<file path="config.mk">
export PLATFORM = sky130hd
export DESIGN_NAME = video_mixer_top
export DESIGN_NICKNAME = d
export VERILOG_FILES = /design/src/mixer_cfg_pkg.sv /design/src/pixel_pkg.sv /design/src/lookup_ram.sv /design/src/mixer_regs.sv /design/src/layer_priority_mux.sv /design/src/collision_detect.sv /design/src/video_mixer_top.sv
export SDC_FILE = /design/constraint.sdc
export NUM_CORES = 2
export LEC_CHECK = 0
export BUFFER_PORTS_ARGS = -buffer_cell sky130_fd_sc_hd__buf_2
export CAP_MARGIN = 20
export CORE_MARGIN = 2
export CORE_UTILIZATION = 58
export DETAILED_ROUTE_END_ITERATION = 10
export PLACE_DENSITY = 0.79
export SLEW_MARGIN = 20
export SYNTH_ARGS = -nofsm -noshare
export SYNTH_HDL_FRONTEND = slang
export SYNTH_SLANG_ARGS = --single-unit
</file>
<file path="constraint.sdc">
create_clock -name V_BLANK -period 2.6 [get_ports V_BLANK]
set_input_delay 0.52 -clock V_BLANK [delete_from_list [all_inputs] [get_ports V_BLANK]]
set_output_delay 0.52 -clock V_BLANK [all_outputs]
set_load 0.02 [all_outputs]
</file>
<file path="src/mixer_cfg_pkg.sv">
// APB transport types, register map and configuration fields of the colour mixer, imported by the register block and the top level
package mixer_cfg_pkg;

	// ==========================================================================
	// APB transport, 8-bit data on a 12-bit address
	// ==========================================================================
	typedef struct packed {
		logic [11:0] paddr;
		logic        psel;
		logic        penable;
		logic        pwrite;
		logic [7:0]  pwdata;
	} apb_req_t;

	typedef struct packed {
		logic [7:0] prdata;
		logic       pready;
		logic       pslverr;
	} apb_rsp_t;

	// ==========================================================================
	// Register map
	// ==========================================================================
	localparam logic [11:0] REG_COLOUR12  = 12'h000;	// Tile 1 in 2..0, tile 2 in 6..4
	localparam logic [11:0] REG_COLOUR3   = 12'h004;	// Tile 3 in 2..0, sprite in 5..4
	localparam logic [11:0] REG_PRIORITY  = 12'h008;
	localparam logic [11:0] REG_HIT       = 12'h00C;	// Read only
	localparam logic [11:0] REG_HIT_CLEAR = 12'h010;	// Write only, data ignored
	localparam logic [11:0] PALETTE_BASE  = 12'h100;	// Low byte at +0, bit 8 at +2
	localparam logic [11:0] PRIO_BASE     = 12'h800;

	localparam int PALETTE_DEPTH = 64;
	localparam int PRIO_DEPTH    = 256;

	// Configuration fields
	typedef logic [2:0] tile_code_t;
	typedef logic [1:0] sprite_code_t;
	typedef logic [4:0] prio_mode_t;	// Bit 4 picks the high half of the entry

	typedef struct packed {
		tile_code_t   tile1_code;
		tile_code_t   tile2_code;
		tile_code_t   tile3_code;
		sprite_code_t sprite_code;
		prio_mode_t   prio_mode;
	} mixer_cfg_t;

endpackage

</file>
<file path="src/pixel_pkg.sv">
// Pixel path types shared by the layer mixer, the collision logic and the colour tables
package pixel_pkg;

	// One pixel of every layer, as delivered by the video front end
	typedef struct packed {
		logic [2:0] tile1;
		logic [2:0] tile2;
		logic [2:0] tile3;
		logic [3:0] sprite;	// Bit 3 only widens the palette index
		logic       blank;
	} layer_pix_t;

	// 3-3-3 colour, red in the top bits as in the palette word
	typedef struct packed {
		logic [2:0] red;
		logic [2:0] green;
		logic [2:0] blue;
	} rgb_t;

	// ==========================================================================
	// Layer select codes as stored in the priority table
	// ==========================================================================
	typedef enum logic [1:0] {
		SEL_SPRITE = 2'b00,
		SEL_TILE1  = 2'b01,
		SEL_TILE2  = 2'b10,
		SEL_TILE3  = 2'b11
	} layer_sel_e;

	typedef struct packed {
		layer_sel_e sel_hi;	// Used when prio_mode bit 4 is set
		layer_sel_e sel_lo;
	} prio_entry_t;

endpackage

</file>
<file path="src/lookup_ram.sv">
// Table with one write port and two registered read ports, used for the palette and the priority table
module lookup_ram #(
	parameter type entry_t = logic [7:0],
	parameter int  DEPTH   = 64,
	localparam int AW      = $clog2(DEPTH)
) (
	input  logic          clk_i,
	input  logic          we_i,
	input  logic [AW-1:0] waddr_i,
	input  entry_t        wdata_i,
	input  logic [AW-1:0] raddr_a_i,	// Pixel side
	output entry_t        rdata_a_o,
	input  logic [AW-1:0] raddr_b_i,	// Bus side
	output entry_t        rdata_b_o
);

	entry_t mem [DEPTH];

	// Reads see the old word when they hit the entry being written
	always_ff @(posedge clk_i) begin
		if (we_i) begin
			mem[waddr_i] <= wdata_i;
		end
		rdata_a_o <= mem[raddr_a_i];
		rdata_b_o <= mem[raddr_b_i];
	end

endmodule

</file>
<file path="src/mixer_regs.sv">
// APB slave of the mixer: colour and priority registers, collision clear, and table access with wait states
module mixer_regs import mixer_cfg_pkg::*, pixel_pkg::*; #(
	parameter int  PAL_DEPTH = PALETTE_DEPTH,
	parameter int  PRI_DEPTH = PRIO_DEPTH,
	localparam int PAL_AW    = $clog2(PAL_DEPTH),
	localparam int PRI_AW    = $clog2(PRI_DEPTH)
) (
	input  logic              V_BLANK,
	input  logic              EXROM2,
	input  apb_req_t          apb_req_i,
	output apb_rsp_t          apb_rsp_o,
	output mixer_cfg_t        cfg_o,
	input  logic [2:0]        hit_flags_i,
	output logic              hit_clear_o,
	output logic              pal_we_o,
	output logic [PAL_AW-1:0] pal_addr_o,
	output rgb_t              pal_wdata_o,
	input  rgb_t              pal_rdata_i,
	output logic              prio_we_o,
	output logic [PRI_AW-1:0] prio_addr_o,
	output prio_entry_t       prio_wdata_o,
	input  prio_entry_t       prio_rdata_i
);

	localparam int PAL_END = int'(PALETTE_BASE) + 4 * PAL_DEPTH;
	localparam int PRI_END = int'(PRIO_BASE) + 4 * PRI_DEPTH;

	logic       access;
	logic       is_reg;
	logic       is_pal;
	logic       is_prio;
	logic       is_err;
	logic [1:0] wait_cnt;
	logic [1:0] done_cnt;
	logic       ready;
	logic       reg_wr;
	logic [8:0] pal_old;
	logic [7:0] rdata;
	mixer_cfg_t cfg_q;

	assign access = apb_req_i.psel & apb_req_i.penable;

	// ==========================================================================
	// Address decode
	// ==========================================================================
	always_comb begin
		is_reg = 1'b0;
		case (apb_req_i.paddr)
			REG_COLOUR12, REG_COLOUR3, REG_PRIORITY, REG_HIT, REG_HIT_CLEAR: is_reg = 1'b1;
			default: is_reg = 1'b0;
		endcase
		is_pal = (int'(apb_req_i.paddr) >= int'(PALETTE_BASE)) &&
			(int'(apb_req_i.paddr) < PAL_END) && !apb_req_i.paddr[0];
		is_prio = (int'(apb_req_i.paddr) >= int'(PRIO_BASE)) &&
			(int'(apb_req_i.paddr) < PRI_END) && (apb_req_i.paddr[1:0] == 2'b00);
		is_err = !(is_reg | is_pal | is_prio) ||
			(apb_req_i.pwrite && apb_req_i.paddr == REG_HIT);
	end

	// Access cycles before pready, palette writes need the old word first
	always_comb begin
		if (is_pal && apb_req_i.pwrite) begin
			done_cnt = 2'd2;
		end else if (is_pal || is_prio) begin
			done_cnt = 2'd1;
		end else begin
			done_cnt = 2'd0;
		end
	end

	assign ready = access && (wait_cnt == done_cnt);

	always_ff @(posedge V_BLANK or negedge EXROM2) begin
		if (!EXROM2) begin
			wait_cnt <= 2'd0;
		end else if (access && !ready) begin
			wait_cnt <= wait_cnt + 2'd1;
		end else begin
			wait_cnt <= 2'd0;
		end
	end

	// ==========================================================================
	// Table ports, port B follows the bus address
	// ==========================================================================
	assign pal_old     = pal_rdata_i;
	assign pal_addr_o  = apb_req_i.paddr[PAL_AW+1:2];
	assign pal_we_o    = ready & apb_req_i.pwrite & is_pal;
	assign pal_wdata_o = apb_req_i.paddr[1] ? rgb_t'({apb_req_i.pwdata[0], pal_old[7:0]})
		: rgb_t'({pal_old[8], apb_req_i.pwdata});	// Merge into the stored word

	assign prio_addr_o  = apb_req_i.paddr[PRI_AW+1:2];
	assign prio_we_o    = ready & apb_req_i.pwrite & is_prio;
	assign prio_wdata_o = prio_entry_t'(apb_req_i.pwdata[3:0]);

	// Read data
	always_comb begin
		rdata = 8'h00;
		if (is_pal) begin
			rdata = apb_req_i.paddr[1] ? {7'd0, pal_old[8]} : pal_old[7:0];
		end else if (is_prio) begin
			rdata = {4'd0, prio_rdata_i};
		end else begin
			case (apb_req_i.paddr)
				REG_COLOUR12: rdata = {1'b0, cfg_q.tile2_code, 1'b0, cfg_q.tile1_code};
				REG_COLOUR3:  rdata = {2'd0, cfg_q.sprite_code, 1'b0, cfg_q.tile3_code};
				REG_PRIORITY: rdata = {3'd0, cfg_q.prio_mode};
				REG_HIT:      rdata = {5'd0, hit_flags_i};
				default:      rdata = 8'h00;	// Clear register reads as zero
			endcase
		end
	end

	assign apb_rsp_o.prdata  = rdata;
	assign apb_rsp_o.pready  = ready;
	assign apb_rsp_o.pslverr = ready & is_err;

	// ==========================================================================
	// Configuration registers
	// ==========================================================================
	assign reg_wr = ready & apb_req_i.pwrite & is_reg & !is_err;

	always_ff @(posedge V_BLANK or negedge EXROM2) begin
		if (!EXROM2) begin
			cfg_q <= '0;
		end else if (reg_wr) begin
			case (apb_req_i.paddr)
				REG_COLOUR12: begin
					cfg_q.tile1_code <= apb_req_i.pwdata[2:0];
					cfg_q.tile2_code <= apb_req_i.pwdata[6:4];
				end
				REG_COLOUR3: begin
					cfg_q.tile3_code  <= apb_req_i.pwdata[2:0];
					cfg_q.sprite_code <= apb_req_i.pwdata[5:4];
				end
				REG_PRIORITY: cfg_q.prio_mode <= apb_req_i.pwdata[4:0];
				default: ;
			endcase
		end
	end

	assign cfg_o       = cfg_q;
	assign hit_clear_o = reg_wr && (apb_req_i.paddr == REG_HIT_CLEAR);	// One-cycle pulse

	a_penable_in_psel: assert property (@(posedge V_BLANK) disable iff (!EXROM2)
		apb_req_i.penable |-> apb_req_i.psel)
		else $error("penable high outside a selected transfer");

endmodule

</file>
<file path="src/layer_priority_mux.sv">
// Pixel pipeline of the mixer: priority lookup, palette lookup and blanked RGB output, three cycles deep
module layer_priority_mux import mixer_cfg_pkg::*, pixel_pkg::*; #(
	parameter int  PAL_DEPTH = PALETTE_DEPTH,
	parameter int  PRI_DEPTH = PRIO_DEPTH,
	localparam int PAL_AW    = $clog2(PAL_DEPTH),
	localparam int PRI_AW    = $clog2(PRI_DEPTH)
) (
	input  logic              V_BLANK,
	input  logic              EXROM2,
	input  layer_pix_t        pix_i,
	input  mixer_cfg_t        cfg_i,
	output logic [PRI_AW-1:0] prio_addr_o,
	input  prio_entry_t       prio_entry_i,
	output logic [PAL_AW-1:0] pal_addr_o,
	input  rgb_t              pal_entry_i,
	output rgb_t              rgb_o
);

	logic [3:0]        transp;	// tile3, tile2, tile1, sprite
	layer_pix_t        pix_d1;
	mixer_cfg_t        cfg_d1;
	layer_sel_e        sel;
	logic [PAL_AW-1:0] pal_addr_q;
	logic              blank_d2;
	logic              blank_d3;

	// ==========================================================================
	// Stage 0, priority read straight from the incoming pixel
	// ==========================================================================
	assign transp = {~|pix_i.tile3, ~|pix_i.tile2, ~|pix_i.tile1, ~|pix_i.sprite[2:0]};
	assign prio_addr_o = PRI_AW'({cfg_i.prio_mode[3:0], transp});

	// Pixel and codes travel with the table read
	always_ff @(posedge V_BLANK) begin
		pix_d1 <= pix_i;
		cfg_d1 <= cfg_i;
	end

	// ==========================================================================
	// Stage 1, layer select and palette index
	// ==========================================================================
	assign sel = cfg_d1.prio_mode[4] ? prio_entry_i.sel_hi : prio_entry_i.sel_lo;

	always_ff @(posedge V_BLANK) begin
		case (sel)
			SEL_SPRITE: pal_addr_q <= PAL_AW'({cfg_d1.sprite_code, pix_d1.sprite});
			SEL_TILE1:  pal_addr_q <= PAL_AW'({cfg_d1.tile1_code, pix_d1.tile1});
			SEL_TILE2:  pal_addr_q <= PAL_AW'({cfg_d1.tile2_code, pix_d1.tile2});
			default:    pal_addr_q <= PAL_AW'({cfg_d1.tile3_code, pix_d1.tile3});
		endcase
	end

	assign pal_addr_o = pal_addr_q;

	// Blank follows the palette read, output goes black behind it
	always_ff @(posedge V_BLANK or negedge EXROM2) begin
		if (!EXROM2) begin
			blank_d2 <= 1'b1;
			blank_d3 <= 1'b1;
			rgb_o    <= '0;
		end else begin
			blank_d2 <= pix_d1.blank;
			blank_d3 <= blank_d2;
			rgb_o    <= blank_d3 ? rgb_t'('0) : pal_entry_i;
		end
	end

	// Visible pixels need a defined priority entry
	a_sel_known: assert property (@(posedge V_BLANK) disable iff (!EXROM2)
		!pix_d1.blank |-> !$isunknown(sel))
		else $error("layer select unknown for a visible pixel");

endmodule

</file>
<file path="src/collision_detect.sv">
// Sticky sprite-to-tile overlap flags read through the hit register and cleared by the CPU
module collision_detect import pixel_pkg::*; (
	input  logic       V_BLANK,
	input  logic       EXROM2,
	input  layer_pix_t pix_i,
	input  logic       clear_i,
	output logic [2:0] hit_flags_o
);

	logic       sprite_opaque;
	logic [2:0] tile_opaque;
	logic [2:0] hit_set;

	assign sprite_opaque = |pix_i.sprite[2:0];
	assign tile_opaque   = {|pix_i.tile3, |pix_i.tile2, |pix_i.tile1};
	assign hit_set       = (sprite_opaque && !pix_i.blank) ? tile_opaque : 3'b000;

	// Clear beats a set in the same cycle
	always_ff @(posedge V_BLANK or negedge EXROM2) begin
		if (!EXROM2) begin
			hit_flags_o <= 3'b000;
		end else if (clear_i) begin
			hit_flags_o <= 3'b000;
		end else begin
			hit_flags_o <= hit_flags_o | hit_set;
		end
	end

	a_clear_empties: assert property (@(posedge V_BLANK) disable iff (!EXROM2)
		clear_i |=> (hit_flags_o == 3'b000))
		else $error("hit flags not cleared after clear");

endmodule

</file>
<file path="src/video_mixer_top.sv">
// Top level of the colour mixer: APB register block, palette and priority tables, pixel pipeline and collision flags
module video_mixer_top import mixer_cfg_pkg::*, pixel_pkg::*; #(
	parameter int PAL_DEPTH = PALETTE_DEPTH,
	parameter int PRI_DEPTH = PRIO_DEPTH
) (
	input  logic       V_BLANK,
	input  logic       EXROM2,
	input  apb_req_t   apb_req_i,
	output apb_rsp_t   apb_rsp_o,
	input  layer_pix_t pix_i,
	output rgb_t       rgb_o
);

	localparam int PAL_AW = $clog2(PAL_DEPTH);
	localparam int PRI_AW = $clog2(PRI_DEPTH);

	mixer_cfg_t        cfg;
	logic [2:0]        hit_flags;
	logic              hit_clear;

	logic              pal_we;
	logic [PAL_AW-1:0] pal_bus_addr;
	rgb_t              pal_wdata;
	rgb_t              pal_bus_rdata;
	logic [PAL_AW-1:0] pal_pix_addr;
	rgb_t              pal_pix_rdata;

	logic              prio_we;
	logic [PRI_AW-1:0] prio_bus_addr;
	prio_entry_t       prio_wdata;
	prio_entry_t       prio_bus_rdata;
	logic [PRI_AW-1:0] prio_pix_addr;
	prio_entry_t       prio_pix_rdata;

	// ==========================================================================
	// Bus side
	// ==========================================================================
	mixer_regs #(
		.PAL_DEPTH(PAL_DEPTH),
		.PRI_DEPTH(PRI_DEPTH)
	) u_regs (
		.V_BLANK     (V_BLANK),
		.EXROM2      (EXROM2),
		.apb_req_i   (apb_req_i),
		.apb_rsp_o   (apb_rsp_o),
		.cfg_o       (cfg),
		.hit_flags_i (hit_flags),
		.hit_clear_o (hit_clear),
		.pal_we_o    (pal_we),
		.pal_addr_o  (pal_bus_addr),
		.pal_wdata_o (pal_wdata),
		.pal_rdata_i (pal_bus_rdata),
		.prio_we_o   (prio_we),
		.prio_addr_o (prio_bus_addr),
		.prio_wdata_o(prio_wdata),
		.prio_rdata_i(prio_bus_rdata)
	);

	lookup_ram #(
		.entry_t(rgb_t),
		.DEPTH  (PAL_DEPTH)
	) u_palette (
		.clk_i    (V_BLANK),
		.we_i     (pal_we),
		.waddr_i  (pal_bus_addr),
		.wdata_i  (pal_wdata),
		.raddr_a_i(pal_pix_addr),
		.rdata_a_o(pal_pix_rdata),
		.raddr_b_i(pal_bus_addr),	// Also the read-modify-write source
		.rdata_b_o(pal_bus_rdata)
	);

	lookup_ram #(
		.entry_t(prio_entry_t),
		.DEPTH  (PRI_DEPTH)
	) u_prio_table (
		.clk_i    (V_BLANK),
		.we_i     (prio_we),
		.waddr_i  (prio_bus_addr),
		.wdata_i  (prio_wdata),
		.raddr_a_i(prio_pix_addr),
		.rdata_a_o(prio_pix_rdata),
		.raddr_b_i(prio_bus_addr),
		.rdata_b_o(prio_bus_rdata)
	);

	// ==========================================================================
	// Pixel side
	// ==========================================================================
	layer_priority_mux #(
		.PAL_DEPTH(PAL_DEPTH),
		.PRI_DEPTH(PRI_DEPTH)
	) u_mux (
		.V_BLANK     (V_BLANK),
		.EXROM2      (EXROM2),
		.pix_i       (pix_i),
		.cfg_i       (cfg),
		.prio_addr_o (prio_pix_addr),
		.prio_entry_i(prio_pix_rdata),
		.pal_addr_o  (pal_pix_addr),
		.pal_entry_i (pal_pix_rdata),
		.rgb_o       (rgb_o)
	);

	collision_detect u_collision (
		.V_BLANK    (V_BLANK),
		.EXROM2     (EXROM2),
		.pix_i      (pix_i),
		.clear_i    (hit_clear),
		.hit_flags_o(hit_flags)
	);

endmodule

</file>
# Yosys cells after proc, flatten, opt, wreduce, memory -nomap -nowiden
# Memories as Yosys holds them, arrays and structs flattened. A register that Yosys moved wholly into a read port is not among the register bits.
# Cells that the tools add are included.
[op_classes]
magnitude_cmp = 4
n_reduce_logical = 32
n_addsub = 1
n_bitwise = 10
mux = 18
eq_ne = 7
[op_table]
columns = ["cell", "n"]
rows = [
  ["7-bit one-hot mux with 4 select lines", 1],
  ["12-bit by 4-bit equality test with 1-bit output (second input constant)", 2],
  ["8-bit 2-to-1 mux", 3],
  ["9-bit 2-to-1 mux", 2],
  ["6-bit one-hot mux with 3 select lines", 1],
  ["12-bit by 3-bit equality test with 1-bit output (second input constant)", 1],
  ["12-bit by 5-bit equality test with 1-bit output (second input constant)", 1],
  ["12-bit >= comparator (second input constant)", 1],
  ["12-bit by 9-bit >= comparator with 1-bit output (second input constant)", 1],
  ["12-bit logical NOT", 1],
  ["12-bit by 10-bit less-than comparator with 1-bit output (second input constant)", 1],
  ["12-bit less-than comparator (second input constant)", 1],
  ["3-bit OR reduction", 4],
  ["1-bit logical AND", 10],
  ["1-bit logical NOT", 9],
  ["1-bit AND", 7],
  ["1-bit 2-to-1 mux", 6],
  ["2-bit 2-to-1 mux", 3],
  ["3-bit 2-to-1 mux", 2],
  ["2-bit AND reduction", 3],
  ["5-bit OR reduction", 1],
  ["2-bit logical NOT", 2],
  ["3-bit bitwise OR", 1],
  ["2-bit by 1-bit adder with 2-bit output (second input constant)", 1],
  ["other kinds (5)", 7],
]
[totals]
ram_bits = 1600
input_bits = 39
output_inout_bits = 19
register_bits = 68
mem_count = 2
elab_cells = 97
[memory_table]
columns = ["name", "depth", "width", "read_ports", "rd_clocked_by_memory_dff", "write_ports", "line_no", "text"]
rows = [
  ["u_prio_table.mem", 256, 4, 2, 2, 1, "lookup_ram.sv:17", "entry_t mem [DEPTH];"],
  ["u_palette.mem", 64, 9, 2, 2, 1, "lookup_ram.sv:17", ""],
]

# Depth between registers and ports, before layout
[logic_depth]
depth_word = 13
ltp_mapped = 12
mapped_depth_nobuf = 8

# Modules after synthesis
# A second synthesis with hierarchy kept.
[hier_totals]
hier_cells = 4348
hier_area_um2 = 79490.0
[modules_own_cells]
columns = ["mod", "n_inst", "seq_area_each_um2", "area_per_inst_um2", "cells_per_inst"]
rows = [
  ["lookup_ram (u_prio_table)", 1, 30909.6, 49273.5, 2733],
  ["lookup_ram (u_palette)", 1, 17656.9, 27381.3, 1381],
  ["mixer_regs", 1, 450.4, 1482.7, 152],
  ["layer_priority_mux", 1, 918.4, 1192.4, 68],
  ["collision_detect", 1, 75.1, 160.2, 14],
]

# Worst setup path after synthesis
# No wires, ideal clock.
[synth_timing]
path_type = "input to output"
startpoint = "in apb_req_i[13] (netlist bit)"
endpoint = "out apb_rsp_o[2] (netlist bit)"
path_buffers = 4
arrival_ns = 2.445
required_ns = 2.080
stages = 9
slack_ns = -0.365
cell_sequence = "clkbuf_1 -> buf_6 -> buf_6 -> buf_4 -> nor4_2 -> nand2_1 -> nor2_2 -> a22oi_1 -> a31oi_1"
[synth_lines]
columns = ["element", "line_no", "text"]
rows = [
  ["start, declared", "video_mixer_top.sv:8", "input apb_req_t apb_req_i,"],
  ["end, declared", "video_mixer_top.sv:9", "output apb_rsp_t apb_rsp_o,"],
]

==> metrics.csv <==
stage;metric;value;unit
cells_and_area;area_growth;22.1;%
clocking;clk_pin_slew;0.06;ns
floorplan;core;134000;µm²
yosys;syn_area_per_cell;15.5;µm²
global_route;track_usage;42.2;%
power;ir_drop;0.000743;V
critical_path;end_kind;primary output;
floorplan;pin_count;58;
global_route;grt_max_degree;176;
yosys;syn-cell-area;78300;µm²
floorplan;die_h;371;µm
sta;hold_viol_final;0;
critical_path;critPathKind;in -> out;
power;leakage;32.3;nW
cells_and_area;final_common_cell;edfxtp_1;
floorplan;num_rows;134;
flow_run;maxCapViolations;0;
yosys;synth_flop_cell;edfxtp_1;
routing;wl;297;mm
clocking;root_buffer;clkbuf_16;
global_route;grt_pass1_vias;56136;
sta;setup_viol;24;
floorplan;initial_core_util;58.6;%
cells_and_area;multi_input_area;27500;µm²
sta;finalCritPeriodShare;112;%
yosys;async_flop_share;1.89;%
yosys;yosysWarnings;0;
yosys;synth_top_cell_by_area;edfxtp_1;
clocking;clock_latency;0.83;ns
sta;holdWs;0.164;ns
yosys;synthCells;5051;
sta;maxSlewViolCount;0;
critical_path;worstRegToRegCells;10;
clocking;htree_levels;4;
critical_path;start_kind;input pin;
cells_and_area;drive_above_1_share;35.2;%
outcome;status;finished, violations left;
routing;first_pass_iters;7;
floorplan;die_area;138000;µm²
critical_path;cp.required;2.08;ns
yosys;synthDistinctLibCells;61;
critical_path;rrSetupSlack;-0.29;ns
critical_path;critPathTopFamily;simple AND/OR/NAND/NOR gates;
hold_path;min_to;u_regs.wait_cnt[0];
placed_design;gp_congestion;1.02;
critical_path;cp_slowest_cell;or4_4;
global_route;antenna_found_initial;24;
yosys;synth_area_leaders;edfxtp_1 61%, mux4_2 19%, nand2_1 3.8%;
sta;worstMarginPinSlew;1.09;ns
sta;slew-limit-headroom;27.6;%
yosys;synth_edf_count;1600;
critical_path;cp_max_fo;2;
cells_and_area;fillers;7655;
sta;timing.final.ws_setup;-0.321;ns
placed_design;hpwl;190;mm
critical_path;slowest_delay;0.44;ns
hold_path;hold_path.class;in -> reg;
global_route;grt_first_pass_wirelength;408;mm
routing;ant_nets;0;
critical_path;critPathArrivalTime;2.40;ns
clocking;cts_sinks;1690;
sta;fmax;342;MHz
yosys;ys_seq_elements;1690;
routing;routedWlPerCell;38.8;µm
floorplan;die_width;371;µm
routing;drt_iter0_drc;12038;
placed_design;dp_slack;-1.23;ns
yosys;syn_nets;5090;
hold_path;holdCritStartpoint;apb_req_i[9];
sta;finalClockSkew;0.0365;ns
placed_design;io_buffers;57;
hold_path;whs_path_depth;3;
power;power.density;655;nW/µm²
critical_path;rr_endpoint;u_prio_table.rdata_a_o[0];
cells_and_area;regArea;50000;µm²
critical_path;crit_buf_inv;2;
yosys;yosysTopAreaCellShare;61.4;%
sta;post-route-min-period;2.92;ns
yosys;yosysSeqAreaShare;63.9;%
outcome;violations;negative setup slack;
clocking;cts_tree;yes;
clocking;cts_buffers;170;
global_route;grt_overflow;0;
cells_and_area;final_cell_mix;1600 x edfxtp_1, 788 x nand2_1, 650 x mux4_2, 592 x buf_4, 280 x a21oi_1;
routing;viasPerCell;7.65;
critical_path;path_cells;buf_12, nand2b_4, or4_4, o211ai_1, o21ai_2, o22ai_2, nor2b_4, a21boi_4, buf_6;
critical_path;worstReg2RegStart;u_regs.cfg_o[1];
cells_and_area;nets;5787;
clocking;cts_buffer_depth;3;
routing;drc;0;
sta;rsz0062_at_grt;yes;
routing;num_vias;58710;
## synth_stat cells, drive strengths merged, types with 17 or more instances
cell type / count
mux2: 30
nand3: 187
a211oi: 21
nor3: 28
a21o: 21
a31oi: 66
nor4: 33
nor2b: 17
clkbuf: 201
dfxtp: 58
nand2: 797
buf: 194
o22ai: 24
a21oi: 281
o21ai: 26
nor2: 362
a221oi: 21
edfxtp: 1600
a22oi: 169
dfrtp: 30
mux2i: 78
mux4: 650
nand4: 45
## registers in the layout, summed over array words and instances (netlist names), 6 cells and up
name	flops
u_palette.mem	576
u_prio_table.mem	1024
u_palette.rdata_b_o	9
u_palette.rdata_a_o	9
u_mux.cfg_d1	12
u_mux.pix_d1	14
u_mux.rgb_o	9
u_regs.cfg_o	16
u_mux.pal_addr_o	6
## report_power, final
group	internal (mW)	switching, mW	total (mW)
Clock	14.3	11.0	25.3
Sequential	30.1	0.154	30.3
Combinational	2.94	4.07	7.01
Total	47.3	15.2	62.5
## worst reg2reg max path: stages, from the launching register on
cell and delay, ns:
dfrtp_2 0.49, buf_6 0.18, nor2b_4 0.13, nand2_2 0.09, buf_12 0.14, buf_6 0.13
a31oi_4 0.03, nand4_1 0.38, nand4_1 0.54, nor4_4 0.56, nor4_2 0.09
## metrics by stage
step | power [mW] | utilization (%) | area [µm²] | setup TNS, ns | instances
2_1_floorplan | 34.1 | - | 79000 | -8.53 | 5051
3_3_place_gp | 36.8 | 66.1 | 88300 | -404.29 | 7270
3_5_place_dp | 36.9 | 66.1 | 88300 | -433.26 | 7270
4_1_cts | 61.8 | 70.9 | 94800 | -0.667 | 7629
5_1_grt | 63.5 | 71.5 | 95500 | -2.85 | 7659
6_report | 62.5 | 71.5 | 95500 | -3.14 | 7671
## routing by layer
layer	vias to the layer above	share of wire (%)	global-route usage [%]
met5	-	0.062	0
met4	28	9.0	26.7
met3	1689	17	16.3
met2	6827	43	61.2
met1	28481	31	53.8
li1	21685	-	-
## timing repair
action / in CTS / in global routing
buffers inserted: 22 / 27
cloned: 6 / 6
endpoints found under the setup margin: 23 / 23
endpoints found under the hold margin: 48 / 0
hold buffers: 18 / 0
pin swaps: 14 / 26
resized for setup: 81 / 77
## cell families after synthesis
group,share of synthesized area (%)
AOI/OAI and AO/OA,5.61
DFF,63.9
and+or+nand+nor,8.12
xor gates and xnor gates,0.0112
muxes,20.1
buffers and inverters,2.24
## layout make-up
cell class	instances	area share, %
antenna	13	0.0340
clock buffer	209	4.67
clock inverter	105	1.21
inverter	2	0.00786
multi-input combinational	2964	28.8
sequential	1690	52.4
tap	1768	2.32
timing repair buffer	920	10.6
## worst max path at each step
| stage | cells past startpoint | startpoint | endpoint |
|---|---|---|---|
| 5_1_grt | 9 | apb_req_i[20] | apb_rsp_o[0] |
| 3_3_place_gp | 10 | pix_i[8] | u_prio_table.rdata_a_o[1] |
| 2_1_floorplan | 9 | apb_req_i[13] | apb_rsp_o[2] |
| 3_5_place_dp | 10 | pix_i[8] | u_prio_table.rdata_a_o[1] |
| 6_report | 9 | apb_req_i[20] | apb_rsp_o[0] |
| 4_1_cts | 9 | apb_req_i[20] | apb_rsp_o[0] |
(Power assumes the default switching activity.)
